[src/exStageMacros.svh]
// Execute stage constants for widths, register IDs and trap codes
`ifndef EX_STAGE_MACROS_SVH
`define EX_STAGE_MACROS_SVH

// Datapath widths
`define EX_XLEN 64
`define EX_ALEN 48

// Register ID widths
`define EX_GR_ID_W 6
`define EX_CR_ID_W 5

// GPR IDs
`define EX_GR_ZZR 6'h3F // No write
`define EX_GR_DLR 6'h00

// Control register IDs
`define EX_CR_ZZR 5'h1F // No write
`define EX_CR_PC 5'h00

// Trap codes whose low bits are filled in by the op
`define EX_TRAP_RTE 16'hFF00
`define EX_TRAP_TRAPA_HI 12'hC08
`define EX_TRAP_SYSE_HI 4'hE

`endif

[src/exStagePkg.sv]
// Execute stage types for opcodes, sub-ops, conditions and memory requests
`default_nettype none

package exStagePkg;

	typedef enum logic [5:0] {
		UCMD_NOP = 6'h00,
		UCMD_MOV_RM = 6'h01, // Store
		UCMD_MOV_MR = 6'h02, // Load
		UCMD_LEA_MR = 6'h03,
		UCMD_ALU3 = 6'h04,
		UCMD_MUL3 = 6'h05,
		UCMD_MOV_RC = 6'h06,
		UCMD_MOV_CR = 6'h07,
		UCMD_MOV_IR = 6'h08,
		UCMD_BRA = 6'h09,
		UCMD_BSR = 6'h0A,
		UCMD_JMP = 6'h0B,
		UCMD_JSR = 6'h0C,
		UCMD_BRA_NB = 6'h0D, // Branch not taken
		UCMD_OP_IXS = 6'h0E,
		UCMD_OP_IXT = 6'h0F,
		UCMD_INVOP = 6'h3F
	} ucmdT;

	typedef enum logic [5:0] {
		IXS_NOP = 6'h00,
		IXS_MOVT = 6'h01,
		IXS_MOVNT = 6'h02
	} ixsT;

	typedef enum logic [5:0] {
		IXT_NOP = 6'h00,
		IXT_SLEEP = 6'h01,
		IXT_BREAK = 6'h02,
		IXT_CLRT = 6'h03,
		IXT_SETT = 6'h04,
		IXT_NOTT = 6'h05,
		IXT_CLRS = 6'h06,
		IXT_SETS = 6'h07,
		IXT_NOTS = 6'h08,
		IXT_RTE = 6'h09,
		IXT_TRAPA = 6'h0A,
		IXT_SYSE = 6'h0B
	} ixtT;

	// Run always, never, if T set, if T clear
	typedef enum logic [1:0] {
		CC_AL = 2'b00,
		CC_NV = 2'b01,
		CC_CT = 2'b10,
		CC_CF = 2'b11
	} condT;

	typedef struct packed {
		logic [1:0] dir; // 10 store, 01 load
		logic isUnsigned;
		logic [1:0] size;
	} memOpmT;

	parameter memOpmT MEM_OPM_READY = '0;

	typedef enum logic [1:0] {
		MEMOK_READY = 2'b00,
		MEMOK_OK = 2'b01,
		MEMOK_HOLD = 2'b10,
		MEMOK_FAULT = 2'b11
	} memOkT;

endpackage

`default_nettype wire

[src/opGate.sv]
// Micro-op gating on condition code, SR.T and branch flush
`default_nettype none

module opGate (
	input wire logic [7:0] opUCmd,
	input wire logic opBraFlush,
	input wire logic srT,
	output exStagePkg::ucmdT gatedCmd,
	output logic [7:0] opUCmdOut
);

	exStagePkg::condT cond;
	exStagePkg::ucmdT rawCmd;
	logic opEnable;

	assign cond = exStagePkg::condT'(opUCmd[7:6]);
	assign rawCmd = exStagePkg::ucmdT'(opUCmd[5:0]);

	always_comb begin
		case (cond)
			exStagePkg::CC_AL: opEnable = 1'b1;
			exStagePkg::CC_CT: opEnable = srT;
			exStagePkg::CC_CF: opEnable = !srT;
			default: opEnable = 1'b0;
		endcase
		if (opBraFlush)
			opEnable = 1'b0;
	end

	always_comb begin
		if (opEnable)
			gatedCmd = rawCmd;
		else if ((rawCmd == exStagePkg::UCMD_BRA) && !opBraFlush)
			gatedCmd = exStagePkg::UCMD_BRA_NB; // Lets a predicted branch be undone
		else
			gatedCmd = exStagePkg::UCMD_NOP;
	end

	assign opUCmdOut = {exStagePkg::CC_AL, gatedCmd}; // Later stages see it as unconditional

endmodule

`default_nettype wire

[src/addrGen.sv]
// Scaled base plus index address generator
`default_nettype none

`include "exStageMacros.svh"

module addrGen (
	input wire logic [`EX_ALEN-1:0] base,
	input wire logic [`EX_ALEN-1:0] index,
	input wire logic [1:0] scale,
	output logic [`EX_ALEN-1:0] aguAddr
);

	logic [`EX_ALEN-1:0] scaledIndex;

	// Scale follows the access size of 1 to 8 bytes
	always_comb begin
		case (scale)
			2'd0: scaledIndex = index;
			2'd1: scaledIndex = {index[`EX_ALEN-2:0], 1'b0};
			2'd2: scaledIndex = {index[`EX_ALEN-3:0], 2'b0};
			default: scaledIndex = {index[`EX_ALEN-4:0], 3'b0};
		endcase
	end

	assign aguAddr = base + scaledIndex; // Wraps at the address width

endmodule

`default_nettype wire

[src/moveUnit.sv]
// GPR destination select for LEA, CR moves, immediate loads and MOVT/MOVNT
`default_nettype none

`include "exStageMacros.svh"

module moveUnit (
	input wire exStagePkg::ucmdT gatedCmd,
	input wire logic [7:0] opUIxt,
	input wire logic [`EX_GR_ID_W-1:0] regIdRm,
	input wire logic [`EX_XLEN-1:0] regValRs,
	input wire logic [`EX_XLEN-1:0] regValRt,
	input wire logic [`EX_XLEN-1:0] regValCRm,
	input wire logic [32:0] regValImm,
	input wire logic [`EX_ALEN-1:0] aguAddr,
	input wire logic srT,
	output logic [`EX_GR_ID_W-1:0] regIdRn1,
	output logic [`EX_XLEN-1:0] regValRn1
);

	always_comb begin
		regIdRn1 = `EX_GR_ZZR;
		regValRn1 = '0;
		case (gatedCmd)
			exStagePkg::UCMD_LEA_MR: begin
				regIdRn1 = regIdRm;
				regValRn1 = {{(`EX_XLEN-`EX_ALEN){1'b0}}, aguAddr};
			end
			exStagePkg::UCMD_MOV_CR: begin
				regIdRn1 = regIdRm;
				regValRn1 = regValCRm;
			end
			exStagePkg::UCMD_MOV_IR: begin
				regIdRn1 = regIdRm;
				case (opUIxt[3:0])
					4'h0: regValRn1 = {{31{regValImm[32]}}, regValImm}; // Sign-extended imm
					4'h1: regValRn1 = {regValRs[55:0], regValImm[7:0]};
					4'h2: regValRn1 = {regValRs[47:0], regValImm[15:0]};
					4'h3: regValRn1 = {regValRs[31:0], regValImm[31:0]};
					default: regValRn1 = regValRt; // Jumbo immediate already built
				endcase
			end
			exStagePkg::UCMD_OP_IXS: begin
				case (opUIxt[5:0])
					exStagePkg::IXS_MOVT: begin
						regIdRn1 = regIdRm;
						regValRn1 = {{(`EX_XLEN-1){1'b0}}, srT};
					end
					exStagePkg::IXS_MOVNT: begin
						regIdRn1 = regIdRm;
						regValRn1 = {{(`EX_XLEN-1){1'b0}}, !srT};
					end
					default: begin
					end
				endcase
			end
			default: begin
			end
		endcase
	end

endmodule

`default_nettype wire

[src/branchUnit.sv]
// Control register writes, PC redirect and link register update
`default_nettype none

`include "exStageMacros.svh"

module branchUnit (
	input wire exStagePkg::ucmdT gatedCmd,
	input wire logic opPreBra,
	input wire logic [`EX_GR_ID_W-1:0] regIdRm,
	input wire logic [`EX_XLEN-1:0] regValRs,
	input wire logic [`EX_ALEN-1:0] regValPc,
	input wire logic [`EX_ALEN-1:0] aguAddr,
	input wire logic [`EX_ALEN-1:0] regInLr,
	output logic [`EX_CR_ID_W-1:0] regIdCn1,
	output logic [`EX_XLEN-1:0] regValCn1,
	output logic [`EX_ALEN-1:0] regOutLr
);

	logic [`EX_ALEN-1:0] relTarget;
	logic [`EX_ALEN-1:0] braTarget;
	logic doBra;

	assign relTarget = {regValPc[47:32], aguAddr[31:0]}; // Relative branches stay in the 4GB region

	always_comb begin
		doBra = 1'b0;
		braTarget = relTarget;
		regOutLr = regInLr;
		case (gatedCmd)
			exStagePkg::UCMD_BRA: doBra = !opPreBra; // Already taken by fetch if predicted
			exStagePkg::UCMD_BSR: begin
				doBra = !opPreBra;
				regOutLr = regValPc;
			end
			exStagePkg::UCMD_BRA_NB: begin
				doBra = opPreBra; // Mispredicted so return to the fall-through PC
				braTarget = regValPc;
			end
			exStagePkg::UCMD_JMP: begin
				doBra = 1'b1;
				braTarget = regValRs[`EX_ALEN-1:0];
			end
			exStagePkg::UCMD_JSR: begin
				doBra = 1'b1;
				braTarget = regValRs[`EX_ALEN-1:0];
				regOutLr = regValPc;
			end
			default: begin
			end
		endcase
	end

	always_comb begin
		regIdCn1 = `EX_CR_ZZR;
		regValCn1 = '0;
		if (gatedCmd == exStagePkg::UCMD_MOV_RC) begin
			regIdCn1 = regIdRm[`EX_CR_ID_W-1:0];
			regValCn1 = regValRs;
		end
		if (doBra) begin
			regIdCn1 = `EX_CR_PC;
			regValCn1 = {{(`EX_XLEN-`EX_ALEN){1'b0}}, braTarget};
		end
	end

endmodule

`default_nettype wire

[src/statusUnit.sv]
// SR T and S bit updates and trap code generation
`default_nettype none

`include "exStageMacros.svh"

module statusUnit (
	input wire exStagePkg::ucmdT gatedCmd,
	input wire logic [7:0] opUIxt,
	input wire logic [`EX_GR_ID_W-1:0] regIdRm,
	input wire logic [`EX_XLEN-1:0] regInSr,
	input wire logic [`EX_XLEN-1:0] regInDlr,
	output logic [`EX_XLEN-1:0] regOutSr,
	output logic [15:0] exTrapExc
);

	logic isIxt;

	assign isIxt = (gatedCmd == exStagePkg::UCMD_OP_IXT);

	// Bit 0 is T, bit 1 is S
	always_comb begin
		regOutSr = regInSr;
		if (isIxt) begin
			case (opUIxt[5:0])
				exStagePkg::IXT_CLRT: regOutSr[0] = 1'b0;
				exStagePkg::IXT_SETT: regOutSr[0] = 1'b1;
				exStagePkg::IXT_NOTT: regOutSr[0] = !regInSr[0];
				exStagePkg::IXT_CLRS: regOutSr[1] = 1'b0;
				exStagePkg::IXT_SETS: regOutSr[1] = 1'b1;
				exStagePkg::IXT_NOTS: regOutSr[1] = !regInSr[1];
				default: begin
				end
			endcase
		end
	end

	always_comb begin
		exTrapExc = '0;
		if (isIxt) begin
			case (opUIxt[5:0])
				exStagePkg::IXT_RTE: exTrapExc = `EX_TRAP_RTE;
				exStagePkg::IXT_TRAPA: begin
					exTrapExc = {`EX_TRAP_TRAPA_HI, regIdRm[3:0]}; // Vector from the Rm field
				end
				exStagePkg::IXT_SYSE: begin
					exTrapExc = {`EX_TRAP_SYSE_HI, regInDlr[11:0]}; // Syscall number in DLR
				end
				default: begin
				end
			endcase
		end
	end

endmodule

`default_nettype wire

[src/memRequest.sv]
// Load and store request issue
`default_nettype none

`include "exStageMacros.svh"

module memRequest (
	input wire exStagePkg::ucmdT gatedCmd,
	input wire logic [7:0] opUIxt,
	input wire logic [`EX_ALEN-1:0] aguAddr,
	input wire logic [`EX_XLEN-1:0] regValRm,
	output logic [`EX_ALEN-1:0] memAddr,
	output exStagePkg::memOpmT memOpm,
	output logic [`EX_XLEN-1:0] memDataOut,
	output logic memActive
);

	logic isStore;
	logic isLoad;

	assign isStore = (gatedCmd == exStagePkg::UCMD_MOV_RM);
	assign isLoad = (gatedCmd == exStagePkg::UCMD_MOV_MR);
	assign memActive = isStore || isLoad;

	always_comb begin
		memOpm = exStagePkg::MEM_OPM_READY;
		if (memActive) begin
			memOpm.dir = isStore ? 2'b10 : 2'b01;
			memOpm.isUnsigned = opUIxt[2];
			memOpm.size = opUIxt[5:4]; // Same field scales the index
		end
	end

	assign memAddr = aguAddr;
	assign memDataOut = regValRm; // Only sampled on a store

endmodule

`default_nettype wire

[src/hazardControl.sv]
// Stall and held destination flags
`default_nettype none

`include "exStageMacros.svh"

module hazardControl (
	input wire exStagePkg::ucmdT gatedCmd,
	input wire logic [7:0] opUIxt,
	input wire logic [`EX_GR_ID_W-1:0] regIdRm,
	input wire logic [`EX_XLEN-1:0] regInExc,
	input wire logic memActive,
	input wire exStagePkg::memOkT memDataOK,
	output logic [1:0] exHold,
	output logic [`EX_GR_ID_W-1:0] heldIdRn1
);

	logic decodeStall;
	logic memStall;

	always_comb begin
		decodeStall = 1'b0;
		heldIdRn1 = `EX_GR_ZZR;
		case (gatedCmd)
			exStagePkg::UCMD_NOP, exStagePkg::UCMD_MOV_RM, exStagePkg::UCMD_LEA_MR,
			exStagePkg::UCMD_MOV_RC, exStagePkg::UCMD_MOV_CR, exStagePkg::UCMD_MOV_IR,
			exStagePkg::UCMD_BRA, exStagePkg::UCMD_BRA_NB, exStagePkg::UCMD_BSR,
			exStagePkg::UCMD_JMP, exStagePkg::UCMD_JSR: begin
			end
			exStagePkg::UCMD_ALU3, exStagePkg::UCMD_MUL3,
			exStagePkg::UCMD_MOV_MR: heldIdRn1 = regIdRm; // Result lands in a later stage
			exStagePkg::UCMD_OP_IXS: begin
				decodeStall = (opUIxt[5:0] > exStagePkg::IXS_MOVNT);
			end
			exStagePkg::UCMD_OP_IXT: begin
				if (opUIxt[5:0] == exStagePkg::IXT_BREAK)
					decodeStall = !regInExc[15]; // Debugger may let it through
				else
					decodeStall = (opUIxt[5:0] > exStagePkg::IXT_SYSE);
			end
			default: decodeStall = 1'b1; // INVOP and unknown opcodes
		endcase
	end

	assign memStall = memActive && (memDataOK == exStagePkg::MEMOK_HOLD);

	assign exHold = {heldIdRn1 != `EX_GR_ZZR, decodeStall || memStall};

endmodule

`default_nettype wire

[src/exStage.sv]
// First execute stage top level
`default_nettype none

`include "exStageMacros.svh"

module exStage (
	input wire logic [7:0] opUCmd,
	input wire logic [7:0] opUIxt,
	input wire logic [`EX_GR_ID_W-1:0] regIdRs,
	input wire logic [`EX_GR_ID_W-1:0] regIdRt,
	input wire logic [`EX_GR_ID_W-1:0] regIdRm,
	input wire logic [`EX_XLEN-1:0] regValRs,
	input wire logic [`EX_XLEN-1:0] regValRt,
	input wire logic [`EX_XLEN-1:0] regValRm,
	input wire logic [`EX_XLEN-1:0] regValCRm,
	input wire logic [`EX_ALEN-1:0] regValPc,
	input wire logic [32:0] regValImm,
	input wire logic opBraFlush,
	input wire logic opPreBra,
	input wire logic [`EX_XLEN-1:0] regInSr,
	input wire logic [`EX_ALEN-1:0] regInLr,
	input wire logic [`EX_XLEN-1:0] regInDlr,
	input wire logic [`EX_XLEN-1:0] regInExc,
	input wire exStagePkg::memOkT memDataOK,
	output logic [7:0] opUCmdOut,
	output logic [1:0] exHold,
	output logic [15:0] exTrapExc,
	output logic [`EX_GR_ID_W-1:0] regIdRn1,
	output logic [`EX_XLEN-1:0] regValRn1,
	output logic [`EX_CR_ID_W-1:0] regIdCn1,
	output logic [`EX_XLEN-1:0] regValCn1,
	output logic [`EX_GR_ID_W-1:0] heldIdRn1,
	output logic [`EX_XLEN-1:0] regOutSr,
	output logic [`EX_ALEN-1:0] regOutLr,
	output logic [`EX_ALEN-1:0] memAddr,
	output exStagePkg::memOpmT memOpm,
	output logic [`EX_XLEN-1:0] memDataOut
);

	exStagePkg::ucmdT gatedCmd;
	logic [`EX_ALEN-1:0] aguAddr;
	logic memActive;

	opGate iOpGate (.opUCmd(opUCmd), .opBraFlush(opBraFlush), .srT(regInSr[0]),
		.gatedCmd(gatedCmd), .opUCmdOut(opUCmdOut));

	addrGen iAddrGen (.base(regValRs[`EX_ALEN-1:0]), .index(regValRt[`EX_ALEN-1:0]),
		.scale(opUIxt[5:4]), .aguAddr(aguAddr));

	moveUnit iMoveUnit (.gatedCmd(gatedCmd), .opUIxt(opUIxt), .regIdRm(regIdRm),
		.regValRs(regValRs), .regValRt(regValRt), .regValCRm(regValCRm),
		.regValImm(regValImm), .aguAddr(aguAddr), .srT(regInSr[0]),
		.regIdRn1(regIdRn1), .regValRn1(regValRn1));

	branchUnit iBranchUnit (.gatedCmd(gatedCmd), .opPreBra(opPreBra), .regIdRm(regIdRm),
		.regValRs(regValRs), .regValPc(regValPc), .aguAddr(aguAddr), .regInLr(regInLr),
		.regIdCn1(regIdCn1), .regValCn1(regValCn1), .regOutLr(regOutLr));

	statusUnit iStatusUnit (.gatedCmd(gatedCmd), .opUIxt(opUIxt), .regIdRm(regIdRm),
		.regInSr(regInSr), .regInDlr(regInDlr), .regOutSr(regOutSr),
		.exTrapExc(exTrapExc));

	memRequest iMemRequest (.gatedCmd(gatedCmd), .opUIxt(opUIxt), .aguAddr(aguAddr),
		.regValRm(regValRm), .memAddr(memAddr), .memOpm(memOpm),
		.memDataOut(memDataOut), .memActive(memActive));

	hazardControl iHazardControl (.gatedCmd(gatedCmd), .opUIxt(opUIxt), .regIdRm(regIdRm),
		.regInExc(regInExc), .memActive(memActive), .memDataOK(memDataOK),
		.exHold(exHold), .heldIdRn1(heldIdRn1));

endmodule

`default_nettype wire

[config.mk]
export PLATFORM = sky130hd
export DESIGN_NAME = exStage
export DESIGN_NICKNAME = d
export VERILOG_FILES = /design/src/exStagePkg.sv /design/src/opGate.sv /design/src/addrGen.sv /design/src/moveUnit.sv /design/src/branchUnit.sv /design/src/statusUnit.sv /design/src/memRequest.sv /design/src/hazardControl.sv /design/src/exStage.sv
export VERILOG_INCLUDE_DIRS = /design/src /design/src/src
export SDC_FILE = /design/constraint.sdc
export NUM_CORES = 1
export LEC_CHECK = 0
export ABC_AREA = 1
export BUFFER_PORTS_ARGS = -buffer_cell sky130_fd_sc_hd__buf_4
export CORE_AREA = 2 2 396 398
export DETAILED_ROUTE_END_ITERATION = 10
export DIE_AREA = 0 0 398 400
export PLACE_DENSITY_LB_ADDON = 0.2
export REMOVE_ABC_BUFFERS = 1
export SLEW_MARGIN = 20
export SYNTH_ARGS = -nofsm -noshare
export SYNTH_HDL_FRONTEND = slang
export SYNTH_SLANG_ARGS = --single-unit
export TNS_END_PERCENT = 50
[constraint.sdc]
create_clock -name vclk -period 10.4
set_input_delay 1.56 -clock vclk [all_inputs]
set_output_delay 1.56 -clock vclk [all_outputs]
set_load 0.1 [all_outputs]
Word level (Yosys, flattened, before mapping) --
Index checks and enable logic that the tools add are counted.
Storage, ports and cells: bits in registers 0, input bits 615, output and inout port bits 400, word-level logic and storage cells 86
Operators by class: add/sub/neg operators 1, $lt $le $gt $ge 2, equal/unequal tests 36, mux-type cells 27, reductions and logical operators 20
Operators by type and width (count):
- 64-bit one-hot mux with 4 select lines | 2
- 48-bit one-hot mux with 3 select lines | 1
- 64-bit two-way mux | 2
- 48-bit one-hot mux with 2 select lines | 1
- 6-bit by 4-bit == test with 1-bit output (second input constant) | 13
- 48-bit adder | 1
- 6-bit by 3-bit == test with 1-bit output (second input constant) | 8
- 48-bit two-way mux | 1
- 16-bit one-hot mux with 3 select lines | 1
- 6-bit by 2-bit == test with 1-bit output (second input constant) | 4
- 6-bit two-way mux | 3
- 16-bit two-way mux | 1
- 5-bit two-way mux | 3
- 1-bit one-hot mux with 3 select lines | 5
- 14-bit OR reduction | 1
- 6-bit by 1-bit == test with 1-bit output (second input constant) | 2
- 6-bit one-hot mux with 2 select lines | 1
- 2-bit == test (second input constant) | 4
- 4-bit by 2-bit == test with 1-bit output (second input constant) | 2
- 2-bit OR reduction | 4
- 6-bit by 2-bit > comparator with 1-bit output (second input constant) | 1
- 6-bit by 4-bit > comparator with 1-bit output (second input constant) | 1
- 6-bit logical NOT | 1
- 6-bit inequality test (second input constant) | 1
- other kinds (12) | 22

Depth between registers and ports, before layout --
Gate-level depths: netlist of the first run.
depth in word-level cells 8, gate-level depth with buffers 24, gate-level depth less buffers 22

Cells and area by module --
From an unflattened synthesis of the first run, not the netlist that was laid out.
Second synthesis, totals: cell total of the unflattened synthesis 2874, area total of the unflattened synthesis 13449.1 um^2
Modules (own cells, without submodules):
- addrGen | cells an instance 1122, seq. area each 0.0 um^2, area an instance 5377.7 um^2, instances 1
- moveUnit | cells an instance 834, seq. area each 0.0 um^2, area an instance 3519.6 um^2, instances 1
- branchUnit | cells an instance 567, seq. area each 0.0 um^2, area an instance 2371.0 um^2, instances 1
- memRequest | cells an instance 135, seq. area each 0.0 um^2, area an instance 937.1 um^2, instances 1
- statusUnit | cells an instance 138, seq. area each 0.0 um^2, area an instance 853.3 um^2, instances 1
- hazardControl | cells an instance 45, seq. area each 0.0 um^2, area an instance 198.9 um^2, instances 1
- opGate | cells an instance 33, seq. area each 0.0 um^2, area an instance 191.4 um^2, instances 1

Least setup slack after synthesis of the first run --
Ideal clock, no wire load.
kind input port to output port, from input port opUIxt[4], to output port regValRn1[13], required time 8840 ps, arrival time 6097 ps, path slack 2743 ps, stages on the path 17, buffers on the path 2, cells stage by stage inv_1 nor2_1 inv_1 clkbuf_1 clkbuf_1 o22ai_1 a21oi_1 o21ai_0 ha_1 nand2_1 nor2_1 nand2_1 o21bai_1 nand2_1 xor2_1 nand2_1 o211ai_1
On the way: longest elaborated chain between the ends 4, elaborated cells between the ends (all ways) 6, classes of those cells add/sub (1); eq/ne (2); mux (2); reduce/logical (1)
Ends and longest elaborated chain:
- start, declared | RTL line exStage.sv:8 | input wire logic [7:0] opUIxt,
- 2-bit == test (tied with other cells) | RTL line addrGen.sv:17 | case (scale)
- 48-bit one-hot mux with 3 select lines (*) | RTL line addrGen.sv:17
- 48-bit adder (*) | RTL line addrGen.sv:25 | assign aguAddr = base + scaledIndex;
- named net memAddr[13] | RTL line exStage.sv:35 | output logic [`EX_ALEN-1:0] memAddr,
- 64-bit one-hot mux with 4 select lines (*) | RTL line moveUnit.sv:23 | case (gatedCmd)
- end, declared | RTL line exStage.sv:29 | output logic [`EX_XLEN-1:0] regValRn1,
Mark *: on every way through the listed nets, which the timed path passes. The rest lies on a longest branch.

Worst setup path in the final report of the first run --
from input port opUIxt[4], to output port regValCn1[29]
On the way: longest elaborated chain between the ends 5, elaborated cells between the ends (all ways) 7, classes of those cells add/sub (1); eq/ne (2); mux (3); reduce/logical (1)
Ends and longest elaborated chain:
- 2-bit == test (tied with other cells) | RTL line addrGen.sv:17
- 48-bit one-hot mux with 3 select lines (*) | RTL line addrGen.sv:17
- 48-bit adder (*) | RTL line addrGen.sv:25
- 48-bit one-hot mux with 2 select lines (*) | RTL line branchUnit.sv:29 | case (gatedCmd)
- 64-bit two-way mux (*) | RTL line branchUnit.sv:60 | if (doBra) begin
- end, declared | RTL line exStage.sv:31 | output logic [`EX_XLEN-1:0] regValCn1,
Mark *: on every way between the ends. The rest lies on a longest branch, timed or not.

==> metrics.log, run 1 <==
[metrics] horizontal extent of the die: 398 um
[metrics] Hold Startpoint: regInSr[28]
[metrics] number of I/O port buffers: about 630
[metrics] Unique masters post-synth: 50
[metrics] hold-fix buffer count after cts: 0
[metrics] final hold violation count: 0
[metrics] hold endpoint: regOutSr[28]
[metrics] fin crit period: 8.110 ns
[metrics] Syn. warnings: 0
[metrics] share of the cycle needed by the critical path after routing: between 70 and 80%
[metrics] HPWL Detailed: roughly 130000 um
[metrics] endpoint required time on the critical path: 8.84 ns
[metrics] path category of the worst min-delay check: input port to output pin
[metrics] number of stages on the worst hold path: 0
[metrics] average wire per standard cell: 30.82 um
[metrics] Clock power frac: 0%
[metrics] total of fill cells in the finished design: 18560
[metrics] element type at the critical path end: output pin
[metrics] startpoint kind of the worst setup timing path: input port
[metrics] number of vias in the routed layout: 17560
[metrics] Setup TNS: 0 ns
[metrics] Leakage Power: approximately 8.7 nW
[metrics] unrepaired setup endpoints after global routing: false
[metrics] Via-to-Cell Ratio: approximately 3.7
[metrics] Logic pwr share: 100.0%
[metrics] overflow left after global routing: 0
[metrics] final-report max-slew violation count: 0
[metrics] transition time at the pin with the least slew margin: 1.169 ns
[metrics] max capacitance violation total: 0
[metrics] antenna violations before repair: just under 70
[metrics] layout cell share with drive strength beyond 1: 25.26%
[metrics] global-route wire length before repair: ~180000 um
[metrics] number of standard cells in the layout, taps in and fillers out: ~4800
[metrics] starting density of the core: 7.080%
[metrics] multi-input logic area: 8259 um2
[metrics] share of power burned in registers: 0%
[metrics] # placed instances: between 4000 and 5000
[metrics] timing-limited maximum frequency: 0.1233 GHz
[metrics] outcome: completed
[metrics] netlist area before placement: 10980 um2
[metrics] total number of placement rows: ~150
[metrics] Syn-to-layout area delta: 56.52%
[metrics] last weighted congestion value of the routability-driven placer: between 0.8 and 0.9
[metrics] final sequential cell count: 0
[metrics] Total Die Area: roughly 160000 um2
[metrics] Final setup viols: 0
[metrics] gr usage total: between 10% and 20%
[metrics] largest fanout on the critical path: 38
[metrics] number of standard cells after synthesis: 2297
[metrics] largest net degree at the start of global routing: 53
[metrics] sequential area share after synthesis: 0%
[metrics] total of cells resized after clock tree synthesis: 0
[metrics] violation count after the first detailed-route iteration: 1238
[metrics] total area of sequential cells: 0 um2
[metrics] DRC violation count after routing: 0
[metrics] peak ir drop on the vdd network: 51.35 uV
[metrics] area of the core: about 160000 um2
[metrics] first-pass iteration count of the detailed router: 5
[metrics] worst-case headroom to the max-slew limit: between 20% and 30%
[metrics] net count of the finished layout: roughly 3400
[metrics] buffers inserted by post-CTS timing repair: 0
[metrics] net switching component of the power: about 1.3 mW
[metrics] worst setup path start: opUIxt[4]
[metrics] via count of the first global-routing pass: around 16000
[metrics] WP data arrival: between 6 and 7 ns
[metrics] number of routed nets with antenna violations: 0
[metrics] top-level port count: slightly above 1000
[metrics] Die Span Y: roughly 400 um
[metrics] Routed Wire Length: between 100000 and 150000 um
[metrics] Setup Crit Path Kind: input port to output pin
[metrics] average footprint of a synthesized cell: 4.781 um2
[metrics] internal power component: 0.3583 mW
[metrics] power per standard cell area: ~94 nW/um2
[metrics] clock buffer instance count of the final layout: 0
[metrics] PnR Total Power: ~1.6 mW
[metrics] switch share: 77.80%
==> cell usage in the layout (no fill, tap or decap), types with 5 or more instances in the layout <==
cell type	synthesis	layout
sky130_fd_sc_hd__nand2_1	840	838
sky130_fd_sc_hd__buf_4	136	656
sky130_fd_sc_hd__inv_1	360	359
sky130_fd_sc_hd__nor2_1	160	157
sky130_fd_sc_hd__o21ai_0	140	140
sky130_fd_sc_hd__a21oi_1	124	124
sky130_fd_sc_hd__nand3_1	108	108
sky130_fd_sc_hd__o22ai_1	74	74
sky130_fd_sc_hd__ha_1	47	47
sky130_fd_sc_hd__o211ai_1	37	37
sky130_fd_sc_hd__o21ai_1	36	36
sky130_fd_sc_hd__and2_1	16	16
sky130_fd_sc_hd__o2111ai_1	13	13
sky130_fd_sc_hd__xor2_1	13	13
sky130_fd_sc_hd__inv_2	11	12
sky130_fd_sc_hd__nand4_1	12	12
sky130_fd_sc_hd__diode_2	0	11
sky130_fd_sc_hd__nor3_1	11	11
sky130_fd_sc_hd__o221ai_1	10	10
sky130_fd_sc_hd__nand3b_1	9	9
sky130_fd_sc_hd__nor2_4	3	7
sky130_fd_sc_hd__a221oi_1	6	6
sky130_fd_sc_hd__nand2_2	3	5
sky130_fd_sc_hd__o21bai_1	5	5
==> through the flow <==
stage	hold WS (ns)	util, %	worst slack, ns	instance area (um2)
2_1_floorplan	3.120	-	1.706	9608
3_3_place_gp	3.121	11.06	2.369	17160
3_5_place_dp	3.121	11.06	2.328	17160
4_1_cts	3.121	11.06	2.318	17160
5_1_grt	3.121	11.07	2.001	17170
6_report	3.120	11.08	2.290	17190
==> routing by layer <==
layer,track usage [%],up-vias,wire length [um]
li1,-,8099,-
met1,22.16,8079,63620
met2,23.56,1186,55910
met3,13.39,117,25200
met4,1.170,74,1184
met5,7.960,-,2185
==> worst max-delay path: stages <==
cell and delay, ns:
sky130_fd_sc_hd__buf_4 0.12, sky130_fd_sc_hd__inv_1 0.12, sky130_fd_sc_hd__nor2_1 0.90, sky130_fd_sc_hd__inv_2 0.67, sky130_fd_sc_hd__o22ai_1 0.36, sky130_fd_sc_hd__a21oi_1 0.06, sky130_fd_sc_hd__o21ai_0 0.12, sky130_fd_sc_hd__ha_1 0.23
sky130_fd_sc_hd__nand2_1 0.14, sky130_fd_sc_hd__nor2_1 0.31, sky130_fd_sc_hd__nand2_1 0.12, sky130_fd_sc_hd__o21bai_1 0.18, sky130_fd_sc_hd__nand2_1 0.18, sky130_fd_sc_hd__nand2_1 0.10, sky130_fd_sc_hd__nand2_1 0.15, sky130_fd_sc_hd__nand2_1 0.07
sky130_fd_sc_hd__nand2_1 0.43, sky130_fd_sc_hd__nand2_1 0.10, sky130_fd_sc_hd__nand2_1 0.08, sky130_fd_sc_hd__nand2_1 0.05, sky130_fd_sc_hd__nand2_1 0.08, sky130_fd_sc_hd__buf_4 0.30
==> cells by family (layout without fill, tap and decap cells) <==
kind of cell             count (synthesis)  in the layout  synth area share [%]
adder cells (fa/ha/maj)                 48             48                 5.537
AO/OA/AOI/OAI                          468            468                 24.81
buffers and inverters                  592           1030                 25.34
AND/OR/NAND/NOR                       1173           1173                 43.08
XOR/XNOR                                15             15                 1.196
other                                    1             13               0.03414
==> power groups by stage <==
stage	clock, mW	sequential [mW]	combinational, mW
2_1_floorplan	0	0	1.01
3_3_place_gp	0	0	1.63
3_5_place_dp	0	0	1.63
4_1_cts	0	0	1.63
5_1_grt	0.0000000264	0	1.71
6_report	0.000000107	0	1.61
==> synth_stat cells (11+ instances only) <==
master	count	area, um2
sky130_fd_sc_hd__and2_1	16	100.1
sky130_fd_sc_hd__o2111ai_1	13	113.9
sky130_fd_sc_hd__nand4_1	12	75.07
sky130_fd_sc_hd__buf_2	34	170.2
sky130_fd_sc_hd__a21oi_1	124	620.6
sky130_fd_sc_hd__o21ai_1	36	180.2
sky130_fd_sc_hd__inv_2	11	41.29
sky130_fd_sc_hd__inv_1	360	1351
sky130_fd_sc_hd__o21ai_0	140	700.7
sky130_fd_sc_hd__nand2_1	840	3153
sky130_fd_sc_hd__xor2_1	13	113.9
sky130_fd_sc_hd__nand3_1	108	540.5
sky130_fd_sc_hd__o211ai_1	37	277.8
sky130_fd_sc_hd__buf_4	136	1021
sky130_fd_sc_hd__nor3_1	11	55.05
sky130_fd_sc_hd__o22ai_1	74	462.9
sky130_fd_sc_hd__nor2_1	160	600.6
sky130_fd_sc_hd__clkbuf_1	45	168.9
sky130_fd_sc_hd__ha_1	47	588.1
==> worst max path at each step <==
stage,cells after the start,to
after floorplan,15,regValRn1[12]
after global placement,21,regValCn1[22]
after detailed placement,21,regValCn1[22]
after CTS,21,regValCn1[22]
after global routing,21,regValCn1[22]
final,22,regValCn1[29]
==> final cells by class <==
| cell class | count | share of cell area, % |
|---|---|---|
| repair buffers | 656 | 28.65 |
| multi-input cells | 1706 | 48.05 |
| inverters | 374 | 8.167 |
| well taps | 2058 | 14.98 |
| diodes | 11 | 0.1601 |
No activity file was read; power rests on OpenSTA's default activity.
==> inputs of run 2 (changes only) <==
- CORE_AREA: 2 2 396 398 -> 2 2 399 401
- DIE_AREA: 0 0 398 400 -> 0 0 401 403
- clock period: 10.4 -> 8.3 ns (I/O delays scaled with it)
==> metrics.log, run 2 (synthesized netlist as in run 1, its figures left out) <==
[metrics] post-route cell area: 17240 um2 (+0.26%)
[metrics] clock buffer instance count of the final layout: 0 (unchanged)
[metrics] total of cells resized after clock tree synthesis: 0 (unchanged)
[metrics] WP data arrival: 5.27 ns (-1.28 ns)
[metrics] Syn-to-layout area delta: 56.93%
[metrics] final hold violation count: 0 (unchanged)
[metrics] last weighted congestion value of the routability-driven placer: 0.8725 (-0.24%)
[metrics] leading cell types in the layout, fill and taps excluded: 837 x sky130_fd_sc_hd__nand2_1, 659 x sky130_fd_sc_hd__buf_4, 359 x sky130_fd_sc_hd__inv_1
[metrics] number of stages on the worst hold path: 0 (unchanged)
[metrics] critical path's slowest cell: sky130_fd_sc_hd__nand2_1
[metrics] Total Die Area: 161600 um2 (+1.5%)
[metrics] number of standard cells in the layout, taps in and fillers out: 4821 (+0.33%)
[metrics] horizontal extent of the die: 401 um (+0.75%)
[metrics] cell occurring most often along the worst timing path: sky130_fd_sc_hd__nand2_1
[metrics] list of cells traversed by the critical path: buf_4, inv_1, nor2_1, buf_4, inv_2, buf_4, o22ai_1, a21oi_1, o21ai_0, ha_1, nand2_1, nor2_1, nand2_1, o21bai_1, nand2_1, nand2_1, nand2_1, nand2_1, nand2_1, nand2_1, nand2_1, nand2_1, nand2_1, buf_4
[metrics] setup slack after placement: 1.684 ns (-0.6442 ns)
[metrics] buffers inserted by post-CTS timing repair: 0 (unchanged)
[metrics] hold-fix buffer count after cts: 0 (unchanged)
[metrics] share of the core filled with cells: 10.95% (-0.14 points)
[metrics] overflow left after global routing: 0 (unchanged)
[metrics] final-report max-slew violation count: 0 (unchanged)
[metrics] max capacitance violation total: 0 (unchanged)
[metrics] Leakage Power: 8.681 nW (+0.18%)
[metrics] Die Span Y: 403 um (+0.75%)
[metrics] net count of the finished layout: 3404 (+0.088%)
[metrics] total area of sequential cells: 0 um2 (unchanged)
[metrics] global-route wire length before repair: 187100 um (+3.6%)
[metrics] timing-limited maximum frequency: 0.1534 GHz
[metrics] average wire per standard cell: 31.44 um (+2.0%)
[metrics] total number of placement rows: 146 (+0.69%)
[metrics] layout cell share with drive strength beyond 1: 25.41% (+0.15 points)
[metrics] Hold Startpoint: regInSr[5]
[metrics] fin crit period: approximately 6.5 ns
[metrics] startpoint kind of the worst setup timing path: input port
[metrics] final sequential cell count: 0 (unchanged)
[metrics] hold endpoint: regOutSr[5]
[metrics] number of routed nets with antenna violations: 0 (unchanged)
[metrics] top-level port count: 1015 (unchanged)
[metrics] Routed Wire Length: 151600 um (+2.4%)
[metrics] outcome: completed
[metrics] worst-case headroom to the max-slew limit: 28.14% (+6.4 points)
[metrics] transition time at the pin with the least slew margin: 1.067 ns (-0.1028 ns)
[metrics] Final setup viols: 0 (unchanged)
[metrics] final critical-path setup slack: 1.782 ns (-0.5074 ns)
[metrics] DRC violation count after routing: 0 (unchanged)
[metrics] total of fill cells in the finished design: 18930 (+2.0%)
[metrics] unrepaired setup endpoints after global routing: false
[metrics] element type at the critical path end: output pin
[metrics] share of the cycle needed by the critical path after routing: roughly four fifths
[metrics] # placed instances: 4811 (+0.35%)
[metrics] instance area at placement: 17210 um2 (+0.25%)
[metrics] worst setup path start: opUIxt[4]
[metrics] via count of the first global-routing pass: 16490 (+1.8%)
[metrics] endpoint required time on the critical path: 7.05 ns (-1.79 ns)
[metrics] max incr delay on CP: 0.43 ns (-0.47 ns)
[metrics] first-pass iteration count of the detailed router: 7 (+2)
[metrics] number of I/O port buffers: 632 (unchanged)
[metrics] largest fanout on the critical path: 20 (-47%)
[metrics] power per standard cell area: 117.5 nW/um2 (+25%)
[metrics] path category of the worst min-delay check: input port to output pin
[metrics] Setup Crit Path Kind: input port to output pin
[metrics] Via-to-Cell Ratio: 3.663 (+0.25%)
[metrics] violation count after the first detailed-route iteration: 1455 (+18%)
[metrics] gr usage total: 17.88% (+0.28 points)
[metrics] leading cell type in the layout, fill and taps excluded: sky130_fd_sc_hd__nand2_1
[metrics] HPWL Detailed: 133300 um (+2.8%)
[metrics] largest net degree at the start of global routing: 53 (unchanged)
[metrics] starting density of the core: 6.975% (-0.11 points)
[metrics] Setup TNS: 0 ns (unchanged)
[metrics] number of vias in the routed layout: 17660 (+0.59%)
[metrics] area of the core: 157500 um2 (+1.5%)
[metrics] antenna violations before repair: 75 (+10%)
[metrics] peak ir drop on the vdd network: 65.05 uV (+27%)
-- run 2: per-stage QoR --
stage,total power [mW],hold slack [ns]
3_5_place_dp,2.053,2.491
2_1_floorplan,1.270,2.490
6_report,2.025,2.491
3_3_place_gp,2.057,2.491
5_1_grt,2.158,2.491
4_1_cts,2.059,2.491
-- run 2: final cells by class --
cell class	instances	area [um2]	area share, %
Antenna cell	10	25.02	0.1452
Multi-Input combinational cell	1706	8267	47.96
Tap cell	2072	2592	15.04
Inverter	374	1404	8.145
Timing Repair Buffer	659	4947	28.70
-- run 2: how the worst max path moves through the flow --
| stage | endpoint | cells past startpoint |
|---|---|---|
| after floorplan | regValRn1[12] | 15 |
| after global placement | regValRn1[22] | 22 |
| after detailed placement | regValRn1[22] | 22 |
| after CTS | regValRn1[22] | 22 |
| after global routing | regValRn1[22] | 22 |
| final | regValCn1[29] | 24 |
-- run 2: worst max-delay path: cells and delay by family --
kind	cells	cell delay (ns)
buffers and inverters	6	1.18
adder cells (fa/ha/maj)	1	0.39
AND/OR/NAND/NOR	13	1.86
AO/OA/AOI/OAI	4	0.54
-- run 2: power by group --
group / switching, mW / internal [mW]
clock: 0 / 0.0000000416
combinational: 1.57 / 0.453
sequential: 0 / 0
total: 1.57 / 0.453
-- run 2: routing by layer --
layer | vias up | global-route usage [%] | wire length [um]
met5 | - | 7.939 | 2189
met4 | 88 | 0.7018 | 734
met3 | 135 | 15.07 | 28150
met2 | 1200 | 23.78 | 56720
met1 | 8136 | 21.94 | 63800
li1 | 8099 | - | -
